File: src/hdl/ldqPkg.sv
package ldqPkg;

  // queue geometry
  localparam int ENTRY_COUNT = 8;
  localparam int ENTRY_IDX_WIDTH = 3;

  // load and store descriptors
  localparam int IID_WIDTH = 6;
  localparam int LINE_WIDTH = 16;
  localparam int BANK_COUNT = 8;

  // per-thread occupancy
  localparam int CNT_WIDTH = 4;
  localparam int STALL_LEVEL = ENTRY_COUNT;

  // same line and at least one shared bank
  function automatic logic addrBankMatch(
    input logic [LINE_WIDTH-1:0] lineA,
    input logic [LINE_WIDTH-1:0] lineB,
    input logic [BANK_COUNT-1:0] banksA,
    input logic [BANK_COUNT-1:0] banksB
  );
    logic lineEq;
    logic bankHit;
    lineEq = (lineA == lineB);
    bankHit = |(banksA & banksB);
    return lineEq && bankHit;
  endfunction

endpackage
File: src/hdl/ldq.sv
`timescale 1ns/1ps

module ldq
  import ldqPkg::*;
(
  input  logic                  clk,
  input  logic                  rst,
  input  logic                  newEn,
  input  logic [LINE_WIDTH-1:0] newLine,
  input  logic [BANK_COUNT-1:0] newBanks,
  input  logic [IID_WIDTH-1:0]  newIid,
  input  logic                  newThread,
  input  logic                  chkEn,
  input  logic [LINE_WIDTH-1:0] chkLine,
  input  logic [BANK_COUNT-1:0] chkBanks,
  input  logic                  retEn,
  input  logic [IID_WIDTH-1:0]  retIid,
  input  logic                  except,
  input  logic                  exceptThread,
  output logic                  doStall,
  output logic                  retHit,
  output logic                  retConfl
);

  logic allocGo;
  logic retGo;
  logic retFreed;
  logic retThread;

  ldqArray arr0 (
    .clk          (clk),
    .rst          (rst),
    .allocGo      (allocGo),
    .newLine      (newLine),
    .newBanks     (newBanks),
    .newIid       (newIid),
    .newThread    (newThread),
    .chkEn        (chkEn),
    .chkLine      (chkLine),
    .chkBanks     (chkBanks),
    .retGo        (retGo),
    .retIid       (retIid),
    .except       (except),
    .exceptThread (exceptThread),
    .retFreed     (retFreed),
    .retThread    (retThread),
    .retConfl     (retConfl)
  );

  ldqOccupancy occ0 (
    .clk          (clk),
    .rst          (rst),
    .newEn        (newEn),
    .newThread    (newThread),
    .retEn        (retEn),
    .retFreed     (retFreed),
    .retThread    (retThread),
    .except       (except),
    .exceptThread (exceptThread),
    .allocGo      (allocGo),
    .retGo        (retGo),
    .doStall      (doStall)
  );

  // a retire hits when some valid entry held the id
  assign retHit = retFreed;

endmodule

File: src/hdl/ldqOccupancy.sv
`timescale 1ns/1ps

module ldqOccupancy
  import ldqPkg::*;
(
  input  logic clk,
  input  logic rst,
  input  logic newEn,
  input  logic newThread,
  input  logic retEn,
  input  logic retFreed,
  input  logic retThread,
  input  logic except,
  input  logic exceptThread,
  output logic allocGo,
  output logic retGo,
  output logic doStall
);

  logic [CNT_WIDTH-1:0] cnt [2];
  logic [CNT_WIDTH:0]   total;

  assign total = cnt[0] + cnt[1];
  assign doStall = (total >= (CNT_WIDTH + 1)'(STALL_LEVEL));

  // flush cycle blocks both allocate and retire
  assign allocGo = newEn && !doStall && !except;
  assign retGo = retEn && !except;

  for (genvar t = 0; t < 2; t++) begin : gCnt
    logic inc;
    logic dec;
    logic clr;

    assign inc = allocGo && (newThread == 1'(t));
    assign dec = retFreed && (retThread == 1'(t));
    assign clr = except && (exceptThread == 1'(t));

    always_ff @(posedge clk) begin
      if (rst) begin
        cnt[t] <= '0;
      end else if (clr) begin
        cnt[t] <= '0;
      end else begin
        // up and down together leave it unchanged
        cnt[t] <= cnt[t] + CNT_WIDTH'(inc) - CNT_WIDTH'(dec);
      end
    end
  end

endmodule

File: src/hdl/ldqArray.sv
`timescale 1ns/1ps

module ldqArray
  import ldqPkg::*;
(
  input  logic                  clk,
  input  logic                  rst,
  input  logic                  allocGo,
  input  logic [LINE_WIDTH-1:0] newLine,
  input  logic [BANK_COUNT-1:0] newBanks,
  input  logic [IID_WIDTH-1:0]  newIid,
  input  logic                  newThread,
  input  logic                  chkEn,
  input  logic [LINE_WIDTH-1:0] chkLine,
  input  logic [BANK_COUNT-1:0] chkBanks,
  input  logic                  retGo,
  input  logic [IID_WIDTH-1:0]  retIid,
  input  logic                  except,
  input  logic                  exceptThread,
  output logic                  retFreed,
  output logic                  retThread,
  output logic                  retConfl
);

  logic [ENTRY_COUNT-1:0]     freeVec;
  logic [ENTRY_COUNT-1:0]     threadVec;
  logic [ENTRY_COUNT-1:0]     retMatchVec;
  logic [ENTRY_COUNT-1:0]     conflVec;
  logic [ENTRY_COUNT-1:0]     loadVec;
  logic [ENTRY_IDX_WIDTH-1:0] firstIdx;
  logic                       anyFree;
  logic                       newConfl;

  // lowest numbered free entry
  always_comb begin
    firstIdx = '0;
    anyFree = 1'b0;
    for (int i = ENTRY_COUNT - 1; i >= 0; i--) begin
      if (freeVec[i]) begin
        firstIdx = ENTRY_IDX_WIDTH'(i);
        anyFree = 1'b1;
      end
    end
  end

  always_comb begin
    loadVec = '0;
    if (allocGo && anyFree) begin
      loadVec[firstIdx] = 1'b1;
    end
  end

  // a store checked in the allocation cycle marks the new load too
  assign newConfl = chkEn && addrBankMatch(newLine, chkLine, newBanks, chkBanks);

  for (genvar e = 0; e < ENTRY_COUNT; e++) begin : gEntry
    ldqEntry entry (
      .clk          (clk),
      .rst          (rst),
      .load         (loadVec[e]),
      .loadConfl    (newConfl),
      .newLine      (newLine),
      .newBanks     (newBanks),
      .newIid       (newIid),
      .newThread    (newThread),
      .chkEn        (chkEn),
      .chkLine      (chkLine),
      .chkBanks     (chkBanks),
      .retGo        (retGo),
      .retIid       (retIid),
      .except       (except),
      .exceptThread (exceptThread),
      .free         (freeVec[e]),
      .thread       (threadVec[e]),
      .retMatch     (retMatchVec[e]),
      .confl        (conflVec[e])
    );
  end

  // ids are unique, so at most one entry matches
  assign retFreed = |retMatchVec;
  assign retThread = |(retMatchVec & threadVec);
  assign retConfl = |(retMatchVec & conflVec);

endmodule

File: src/hdl/ldqEntry.sv
`timescale 1ns/1ps

module ldqEntry
  import ldqPkg::*;
(
  input  logic                  clk,
  input  logic                  rst,
  input  logic                  load,
  input  logic                  loadConfl,
  input  logic [LINE_WIDTH-1:0] newLine,
  input  logic [BANK_COUNT-1:0] newBanks,
  input  logic [IID_WIDTH-1:0]  newIid,
  input  logic                  newThread,
  input  logic                  chkEn,
  input  logic [LINE_WIDTH-1:0] chkLine,
  input  logic [BANK_COUNT-1:0] chkBanks,
  input  logic                  retGo,
  input  logic [IID_WIDTH-1:0]  retIid,
  input  logic                  except,
  input  logic                  exceptThread,
  output logic                  free,
  output logic                  thread,
  output logic                  retMatch,
  output logic                  confl
);

  logic [LINE_WIDTH-1:0] line;
  logic [BANK_COUNT-1:0] banks;
  logic [IID_WIDTH-1:0]  iid;
  logic                  chkHit;
  logic                  flushHit;

  // store check against the held load
  assign chkHit = chkEn && !free && addrBankMatch(line, chkLine, banks, chkBanks);

  assign flushHit = except && (exceptThread == thread);

  assign retMatch = retGo && !free && (retIid == iid);

  always_ff @(posedge clk) begin
    if (load) begin
      line <= newLine;
      banks <= newBanks;
      iid <= newIid;
    end
  end

  always_ff @(posedge clk) begin
    if (rst) begin
      free <= 1'b1;
      thread <= 1'b0;
      confl <= 1'b0;
    end else if (flushHit) begin
      free <= 1'b1;
    end else if (load) begin
      free <= 1'b0;
      thread <= newThread;
      confl <= loadConfl;
    end else begin
      if (retMatch) begin
        free <= 1'b1;
      end
      // sticky until the entry is reused
      confl <= confl || chkHit;
    end
  end

endmodule

File: config.mk
export PLATFORM = sky130hd
export DESIGN_NAME = ldq
export DESIGN_NICKNAME = d
export VERILOG_FILES = /design/src/hdl/ldqPkg.sv /design/src/hdl/ldq.sv /design/src/hdl/ldqOccupancy.sv /design/src/hdl/ldqArray.sv /design/src/hdl/ldqEntry.sv
export SDC_FILE = /design/constraint.sdc
export NUM_CORES = 1
export LEC_CHECK = 0
export ABC_AREA = 1
export BUFFER_PORTS_ARGS = -buffer_cell sky130_fd_sc_hd__clkbuf_2
export CAP_MARGIN = 15
export CORE_ASPECT_RATIO = 0.5
export CORE_UTILIZATION = 25
export DETAILED_ROUTE_END_ITERATION = 12
export RECOVER_POWER = 100
export SYNTH_ARGS = -nofsm -noshare
export SYNTH_HDL_FRONTEND = slang
export SYNTH_SLANG_ARGS = --single-unit
File: constraint.sdc
create_clock -name clk -period 5.5 [get_ports clk]
set_clock_uncertainty 0.1 [all_clocks]
set_input_delay 0 -clock clk [delete_from_list [all_inputs] [get_ports clk]]
set_output_delay 0 -clock clk [all_outputs]
set_load 0.005 [all_outputs]
==> flow_summary.json, run 1 <==
{
  "status": "finished, violations left",
  "failed_checks": "capacitance limit, slew limit",
  "finalCritPeriodShare_pct": 71.0,
  "die_y_um": 162,
  "path_max_fanout": 34,
  "cts_hold_buf": 34,
  "cts_buffer_depth": 3,
  "yosysUniqueCellTypes": 38,
  "ys_seq_elements": 272,
  "num_rows": 58,
  "antenna_found_initial": 1,
  "required_ns": 5.85,
  "tightest_slew_ns": 2.47,
  "cts.repair.resized": 0,
  "numPortBuffers": 70,
  "grt_first_pass_wirelength_mm": 52.5,
  "fmax_ghz": 0.256,
  "power.share.combinational_pct": 7.2,
  "gr-usage-all-layers_pct": 13.2,
  "p_leak_uw": 0.00569,
  "p_sw_uw": 1040,
  "seqPwrFrac_pct": 49.5,
  "final_cells": 2107,
  "period_needed_ns": 3.91,
  "fin_total_pwr_uw": 4630,
  "finalSetupViolCount": 0,
  "die_w_um": 322,
  "drc_errors": 0,
  "post_cts_buffers": 0,
  "slew_violations": 35,
  "dieArea_um2": 52200,
  "wl_per_cell_um": 16.3,
  "overflow": 0,
  "synth_common_cells": "nand2_1 (343), edfxtp_1 (248), nor2_1 (144), inv_1 (105), o21ai_0 (80)",
  "synth_edf_count": 248,
  "fin_util_pct": 30.1,
  "grt_max_degree": 35,
  "tritoncts": "built",
  "switching_share_pct": 22.6,
  "hold_violations": 0,
  "synthesis.area_um2": 12800,
  "dr.pass1.iters": 5,
  "num_vias": 9170,
  "synth-seq-area-share_pct": 61.8,
  "synth-warning-count": 0,
  "drt-vias-per-instance": 4.35,
  "fin_nets": 1476,
  "start_kind": "register",
  "areaGrowthSynthToFinish_pct": 18.3,
  "synth_area_leader_cell": "edfxtp_1",
  "syn_area_per_cell_um2": 9.99,
  "core_area_um2": 50400,
  "routed_wl_mm": 34.4,
  "yosysTopAreaCellShare_pct": 58.1,
  "clk_pin_slew_worst_paths_ns": 0.06,
  "maxCapViolCount": 2,
  "start_util_pct": 25.4,
  "cts_sinks": 272,
  "gp_congestion": 0.874,
  "synth_area_leaders": "edfxtp_1 (58%), nand2_1 (10%), nor2_1 (4.2%)",
  "clock_latency_ns": 0.55,
  "powerDensity_nw_per_um2": 305,
  "io_pins": 71,
  "drive_gt1_share_pct": 9.68,
  "intPower_uw": 3580,
  "synth-main-ff-cell": "edfxtp_1",
  "synth.most_common_cell": "nand2_1",
  "htreeDepth": 1,
  "grt_setup_unrepaired": "no",
  "ant_nets": 0,
  "syn-instance-count": 1283,
  "path_class": "reg2reg",
  "cp.arrival_ns": 4.26,
  "clkPwrFrac_pct": 43.2,
  "endpoint_kind": "register",
  "synthArstFlopShare_pct": 0,
  "drtIter0Drc": 747,
  "grt_pass1_vias": 8750,
  "cts_buffers": 29,
  "ir_drop_mv": 0.251,
  "setup_tns_ns": 0,
  "slew_headroom_pct": -65.0,
  "placed_cells": 2018,
  "dp_hpwl_mm": 23.1,
  "cts-root-buf": "clkbuf_16",
  "hp-class": "in2reg"
}
placed cells by master (no fill, tap or decap), types with 9 or more instances in the layout:
cell type,count
dfxtp_1,24
nand4_1,24
clkbuf_1,36
clkbuf_2,39
edfxtp_1,248
xor2_1,27
xnor2_1,42
or2_2,12
o21ai_1,22
nor2_1,146
nor3_1,9
inv_1,106
ha_1,12
nand2_1,344
clkbuf_16,29
nand3_1,56
a21oi_1,16
inv_2,21
dlygate4sd3_1,34
o21ai_0,84
path summary, 6_finish.rpt:
path	from	endpoint	slack [ns]	depth (start not counted)
worst max register to register	occ0.cnt[0][1]	arr0.gEntry[3].entry.thread	1.59	10
worst min-delay path	except	arr0.gEntry[1].entry.free	0.04	5
worst max-delay path	occ0.cnt[0][1]	arr0.gEntry[3].entry.thread	1.59	10
worst min register to register	arr0.gEntry[7].entry.thread	arr0.gEntry[7].entry.thread	0.43	2
state kept, by name (all words and copies together) (netlist names):
signal and cells:
arr0.gEntry.entry.iid 48, arr0.gEntry.entry.thread 8, arr0.gEntry.entry.line 128, arr0.gEntry.entry.confl 8, arr0.gEntry.entry.free 8, arr0.gEntry.entry.banks 64
occ0.cnt 8
power groups by stage:
stage | clock (uW) | sequential [uW] | combinational [uW]
2_1_floorplan | 0 | 2330 | 193
4_1_cts | 2030 | 2290 | 340
3_3_place_gp | 0 | 2340 | 316
6_report | 2000 | 2290 | 335
5_1_grt | 2110 | 2290 | 374
3_5_place_dp | 0 | 2340 | 319
final cells by class:
class                   instances  area [um^2]
fillers                      5188        35300
flip-flops and latches        272         7930
multi-input cells             857         4250
well taps                     690          863
clock buffers                  36          782
repair buffers                105          656
inverters                     128          480
clock inverters                18          198
diodes                          1         2.50
kinds of logic (layout without fill, tap and decap cells):
family,Yosys count,after routing,share of synthesized area (%)
AO/OA/AOI/OAI,137,137,5.58
XOR/XNOR,69,69,4.71
adder cells (fa/ha/maj),15,15,1.64
buffers and inverters,161,287,5.06
flip-flops,272,272,61.8
other,1,9,0.0293
AND/OR/NAND/NOR,628,628,21.1
metrics by stage:
step                hold slack (ns)  setup slack, ns  cell area [um^2]
floorplan                  -0.00113             2.87             12800
global placement              0.242             2.54             13900
detailed placement            0.234             2.53             13900
CTS                         0.00151             2.52             15200
global route                 0.0799             1.22             15200
finish                       0.0381             1.59             15200
metal layers:
metal / wire (um) / global-route usage (%) / share of wire [%] / vias up
met1: 14800 / 17.1 / 43 / 4402
met3: 1920 / 1.76 / 5.6 / 42
met4: 624 / 3.29 / 1.8 / 0
met2: 17100 / 23.1 / 50 / 231
met5: 0 / 0 / 0 / -
li1: - / - / - / 4495
critical path: stages (launching register included):
cell and delay [ns]:
edfxtp_1 0.45, ha_1 0.31, nand2_1 0.05, nand2_1 0.08
nand3_1 0.07, nand2_1 0.14, nand4_4 0.28, nor2_4 0.17
clkbuf_1 1.77, o21ai_0 0.20, a21oi_1 0.21
(Power assumes the default switching activity.)
==> run 2, diff against run 1 <==
clock period = 4.03 ns   (was 5.5 ns; I/O delays follow)
==> run 2 against run 1 <==
The run ends with capacitance limit left. Routed wire length fell by 0.33%. Worst hold slack improved by 0.046 ns. Global-route usage fell by 0.051 points. Sequential share of layout area barely moved. Largest power group unchanged. Highest routed layer unchanged.
==> flow_summary.json, run 2 (synthesis gave the netlist of run 1 again) <==
{
  "ant_nets": 0,
  "fin_nets": 1485,
  "period_needed_ns": 3.43,
  "path_class": "reg2reg",
  "clock_latency_ns": 0.55,
  "grt_max_degree": 34,
  "seqPwrFrac_pct": 49.6,
  "drtIter0Drc": 714,
  "switching_share_pct": 22.2,
  "cp.arrival_ns": 3.51,
  "fmax_ghz": 0.291,
  "wl_per_cell_um": 16.2,
  "p_leak_uw": 0.00571,
  "endpoint_kind": "register",
  "die_w_um": 322,
  "htreeDepth": 1,
  "hp-class": "in2reg",
  "final_cell_mix": "nand2_1 (344), edfxtp_1 (248), nor2_1 (151)",
  "final_common_cell": "nand2_1",
  "io_pins": 71,
  "drt-vias-per-instance": 4.37,
  "dieArea_um2": 52200,
  "regMostFlops": "arr0.gEntry.entry.line",
  "cts_buffers": 30,
  "slew_violations": 0,
  "n_antenna_cell": 0,
  "finalSetupViolCount": 0,
  "ir_drop_mv": 0.319,
  "setup_tns_ns": 0,
  "largest_reg_flops": 128,
  "cpPeakStageDelay_ns": 0.86,
  "intPower_uw": 4910,
  "slew_headroom_pct": 1.66,
  "setup_ws_ns": 0.598,
  "cts_buffer_depth": 3,
  "clk_pin_slew_worst_paths_ns": 0.06,
  "dp_hpwl_mm": 23.5,
  "num_vias": 9228,
  "cts.repair.resized": 0,
  "grt_pass1_vias": 8612,
  "finalCritPeriodShare_pct": 85.2,
  "cts-root-buf": "clkbuf_16",
  "powerDensity_nw_per_um2": 416,
  "critical_path.top_delay_family": "simple AND/OR/NAND/NOR gates",
  "status": "finished, violations left",
  "areaGrowthSynthToFinish_pct": 18.3,
  "slowest_stage": "nor2_1",
  "power.share.combinational_pct": 7.2,
  "tightest_slew_ns": 1.47,
  "grt_setup_unrepaired": "no",
  "p_sw_uw": 1400,
  "cp_cell_sequence": "ha_1 > nand2_1 > nand2_1 > nand3_1 > nand2_1 > clkinv_1 > nand4_4 > nor2_1 > clkbuf_2",
  "pre_cts_slack_ns": 1.15,
  "die_y_um": 162,
  "antenna_found_initial": 0,
  "clkPwrFrac_pct": 43.2,
  "path_max_fanout": 24,
  "cts_sinks": 272,
  "start_kind": "register",
  "num_rows": 58,
  "overflow": 0,
  "routed_wl_mm": 34.3,
  "maxCapViolCount": 1,
  "crit_buf_inv": 2,
  "hold_violations": 0,
  "core_area_um2": 50400,
  "fin_util_pct": 30.1,
  "post_cts_buffers": 0,
  "drc_errors": 0,
  "gr-usage-all-layers_pct": 13.1,
  "grt_first_pass_wirelength_mm": 52.1,
  "required_ns": 4.11,
  "gp_congestion": 0.856,
  "drive_gt1_share_pct": 9.21,
  "tritoncts": "built",
  "reg2reg_slack_ns": 0.60,
  "cp_common_cell": "nand2_1",
  "cts_hold_buf": 35,
  "start_util_pct": 25.4,
  "dr.pass1.iters": 5,
  "failed_checks": "capacitance limit",
  "numPortBuffers": 70,
  "largest_registers": "arr0.gEntry.entry.line: 128 flops, arr0.gEntry.entry.banks: 64 flops, arr0.gEntry.entry.iid: 48 flops"
}
==> run 2: final cells by class <==
type,instances,area [um^2]
clock inverters,15,171
inverters,128,480
fillers,5189,35300
clock buffers,38,802
flip-flops and latches,272,7930
multi-input cells,857,4210
well taps,690,863
repair buffers,113,713
==> run 2: power groups by stage <==
stage	Clock [uW]	Combinational, uW	Sequential (uW)
3_3_place_gp	0	433	3190
4_1_cts	2760	467	3130
6_report	2730	454	3130
5_1_grt	2860	506	3130
3_5_place_dp	0	437	3190
2_1_floorplan	0	264	3190
==> run 2: final timing paths <==
path | from | end | depth (start not counted)
max reg2reg | occ0.cnt[1][1] | arr0.gEntry[7].entry.banks[2] | 9
min reg2reg | arr0.gEntry[5].entry.thread | arr0.gEntry[5].entry.thread | 2
min | retEn | arr0.gEntry[1].entry.free | 7
max | occ0.cnt[1][1] | arr0.gEntry[7].entry.banks[2] | 9
==> run 2: through the flow <==
step                      hold slack, ns  total power, uW  cells  instance area (um^2)
after CTS                         0.0604             6350   2113                 15300
after floorplan                 -0.00113             3450   1290                 12800
after global placement             0.227             3620   2025                 14000
final                             0.0843             6310   2113                 15200
after detailed placement           0.224             3630   2025                 14000
after global routing               0.120             6500   2113                 15200
==> run 2: worst reg2reg max path: cells and delay by family, from the launching register on <==
family,cells,cell delay (ns)
buffers and inverters,2,0.87
adder cells (fa/ha/maj),1,0.33
flip-flops,1,0.45
AND/OR/NAND/NOR,6,1.28
==> run 2: per-layer routing <==
| layer | GRT usage (%) | vias up | share of wire, % |
|---|---|---|---|
| li1 | - | 4516 | - |
| met4 | 3.44 | 0 | 1.9 |
| met3 | 1.88 | 37 | 5.6 |
| met5 | 0 | - | 0 |
| met2 | 23.1 | 253 | 50 |
| met1 | 16.9 | 4422 | 43 |
==> run 3, diff against run 2 <==
ABC_AREA = 0   (was 1)
SLEW_MARGIN = 25   (was unset)
==> run 3 against run 2 <==
The run now ends clean. Synthesized cell count is 35% lower. Flip-flop and latch count stayed put. Register-to-register slack worse by 0.02 ns. Maximum frequency is 0.44% lower. Combinational power is 4.4% lower. First-iteration DRC count is 13% lower. Worst hold slack worse by 0.027 ns. Sequential power hardly changed. Critical path depth is 1 lower. Non-clock buffer count is 3 higher. Critical path type unchanged. Largest cell class unchanged.
==> flow_summary.json, run 3 <==
{
  "endpoint_kind": "register",
  "ir_drop_mv": 0.296,
  "fin_nets": 1029,
  "antenna_found_initial": 0,
  "cts_buffer_depth": 3,
  "period_needed_ns": 3.45,
  "synth-seq-area-share_pct": 66.4,
  "largest_registers": "arr0.gEntry.entry.line: 128 flops, arr0.gEntry.entry.banks: 64 flops, arr0.gEntry.entry.iid: 48 flops",
  "wl_per_cell_um": 18.9,
  "timing.rr.end": "arr0.gEntry[6].entry.confl",
  "synth_edf_count": 248,
  "start_kind": "register",
  "seqPwrFrac_pct": 51.0,
  "numPortBuffers": 70,
  "synthesis.area_um2": 11900,
  "switching_share_pct": 22.3,
  "intPower_uw": 4770,
  "clk_pin_slew_worst_paths_ns": 0.06,
  "design_area_um2": 14200,
  "path_max_fanout": 19,
  "slew_violations": 0,
  "core_area_um2": 47000,
  "drtIter0Drc": 623,
  "routed_wl_mm": 30.3,
  "ys_seq_elements": 272,
  "grt_first_pass_wirelength_mm": 45.4,
  "cts.repair.resized": 0,
  "postPlaceCellArea_um2": 13000,
  "gp_congestion": 0.939,
  "areaGrowthSynthToFinish_pct": 18.5,
  "final_common_cell": "edfxtp_1",
  "tightest_slew_ns": 1.36,
  "powerDensity_nw_per_um2": 433,
  "slew_headroom_pct": 9.32,
  "die_y_um": 157,
  "num_vias": 7140,
  "dieArea_um2": 48700,
  "finalCritPeriodShare_pct": 85.5,
  "path_class": "reg2reg",
  "min_path_cells": 5,
  "drt-vias-per-instance": 4.45,
  "required_ns": 4.36,
  "yosysUniqueCellTypes": 52,
  "synth_common_cells": "edfxtp_1 (248), xnor2_1 (130), xor2_1 (76), nand2_1 (34)",
  "start_util_pct": 25.4,
  "cp.arrival_ns": 3.78,
  "regMostFlops": "arr0.gEntry.entry.line",
  "rr_startpoint": "occ0.cnt[1][1]",
  "hp-class": "in2reg",
  "num_rows": 56,
  "maxCapViolCount": 0,
  "synth_area_leader_cell": "edfxtp_1",
  "syn-instance-count": 831,
  "p_sw_uw": 1370,
  "ant_nets": 0,
  "final_cells": 1605,
  "largest_reg_flops": 128,
  "clkPwrFrac_pct": 41.9,
  "status": "complete, no violations",
  "grt_max_degree": 34,
  "synth_area_leaders": "edfxtp_1 (62%), xnor2_1 (9.5%), xor2_1 (5.6%)",
  "dp_hpwl_mm": 20.3,
  "die_w_um": 311,
  "hp-start": "chkEn",
  "fmax_ghz": 0.290,
  "p_leak_uw": 0.00455,
  "synthArstFlopShare_pct": 0,
  "dr.pass1.iters": 5,
  "power.share.combinational_pct": 7.1,
  "synth.most_common_cell": "edfxtp_1",
  "placed_cells": 1518,
  "cts_sinks": 272,
  "overflow": 0,
  "finalSetupViolCount": 0,
  "htreeDepth": 1,
  "cts_buffers": 28,
  "grt_setup_unrepaired": "no",
  "reg2reg_slack_ns": 0.58,
  "reg2reg_depth": 8,
  "tritoncts": "built",
  "n_antenna_cell": 0,
  "min_to": "arr0.gEntry[0].entry.confl",
  "clock_latency_ns": 0.56,
  "syn_area_per_cell_um2": 14.4,
  "gr-usage-all-layers_pct": 12.3,
  "final_cell_mix": "edfxtp_1 (248), xnor2_1 (130), xor2_1 (76)",
  "io_pins": 71,
  "drc_errors": 0,
  "drive_gt1_share_pct": 10.0,
  "cts-root-buf": "clkbuf_16",
  "setup_tns_ns": 0,
  "synth-warning-count": 0,
  "synth-main-ff-cell": "edfxtp_1",
  "yosysTopAreaCellShare_pct": 62.3,
  "hold_violations": 0,
  "grt_pass1_vias": 7281
}
==> run 3: cell count changes after synthesis, sizes merged, moves of 49 or more <==
cell,previous run,this run
inv,127,27
nand2,346,34
nor2,160,25
o21ai,106,8
xnor2,42,130
xor2,27,76
==> run 3: area by class of cell <==
type	instances	area, um^2
flip-flops and latches	272	7930
repair buffers	116	733
fillers	4674	32900
clock inverters	17	180
well taps	638	798
inverters	29	109
clock buffers	34	733
multi-input cells	499	3680
==> run 3: worst max-delay path, stage by stage (launching register included) <==
cell and delay (ns):
edfxtp_1 0.46, ha_1 0.34, a211o_2 0.35, o211a_1 0.25
nor4b_1 0.38, clkbuf_1 1.03, inv_2 0.12, a21oi_1 0.20
o22ai_1 0.10
==> run 3: routing by layer <==
metal | GRT usage, % | vias to the layer above | part of all wire, %
met5 | 0 | - | 0
met4 | 4.01 | 0 | 2.9
met3 | 1.83 | 56 | 5.5
met2 | 21.8 | 198 | 50
met1 | 15.5 | 3603 | 42
li1 | - | 3283 | -
==> run 3: cell families (layout without fill, tap and decap cells) <==
kind of cell	count (synthesis)	in the layout	synth area share [%]
compound gates	89	89	5.23
xor+xnor	206	206	15.1
fa+ha+maj	15	15	1.76
buf+inv	67	196	2.61
flops	272	272	66.4
mux	6	6	0.503
other cells	1	8	0.0314
simple gates	175	175	8.42
==> run 3: power by group through the flow <==
stage / Combinational (uW) / Sequential, uW / Clock [uW]
after detailed placement: 430 / 3190 / 0
final: 434 / 3130 / 2570
after floorplan: 270 / 3190 / 0
after global routing: 478 / 3130 / 2710
after global placement: 422 / 3190 / 0
after CTS: 460 / 3130 / 2620
==> run 3: worst max path at each step <==
stage / startpoint / to / slack (ns) / cells after the start
floorplan: occ0.cnt[1][1] / arr0.gEntry[1].entry.thread / 0.76 / 7
finish: occ0.cnt[1][1] / arr0.gEntry[6].entry.confl / 0.58 / 8
global route: occ0.cnt[1][1] / arr0.gEntry[6].entry.confl / 0.39 / 8
detailed placement: except / occ0.cnt[0][2] / 0.80 / 13
CTS: except / occ0.cnt[0][2] / 0.81 / 14
global placement: except / occ0.cnt[0][2] / 0.87 / 13
==> run 3: what timing repair did <==
action	in CTS	in global routing
hold buffers	36	0
endpoints found under the hold margin	255	0
buffers inserted	0	0
==> run 3: through the flow <==
stage	utilization, %	hold WS (ns)	worst slack [ns]	power, uW
floorplan	-	-0.00113	0.760	3460
global route	30.1	0.0826	0.391	6320
finish	30.1	0.0577	0.583	6130
detailed placement	27.7	0.226	0.802	3620
CTS	30.4	0.0104	0.808	6210
global placement	27.7	0.219	0.872	3610
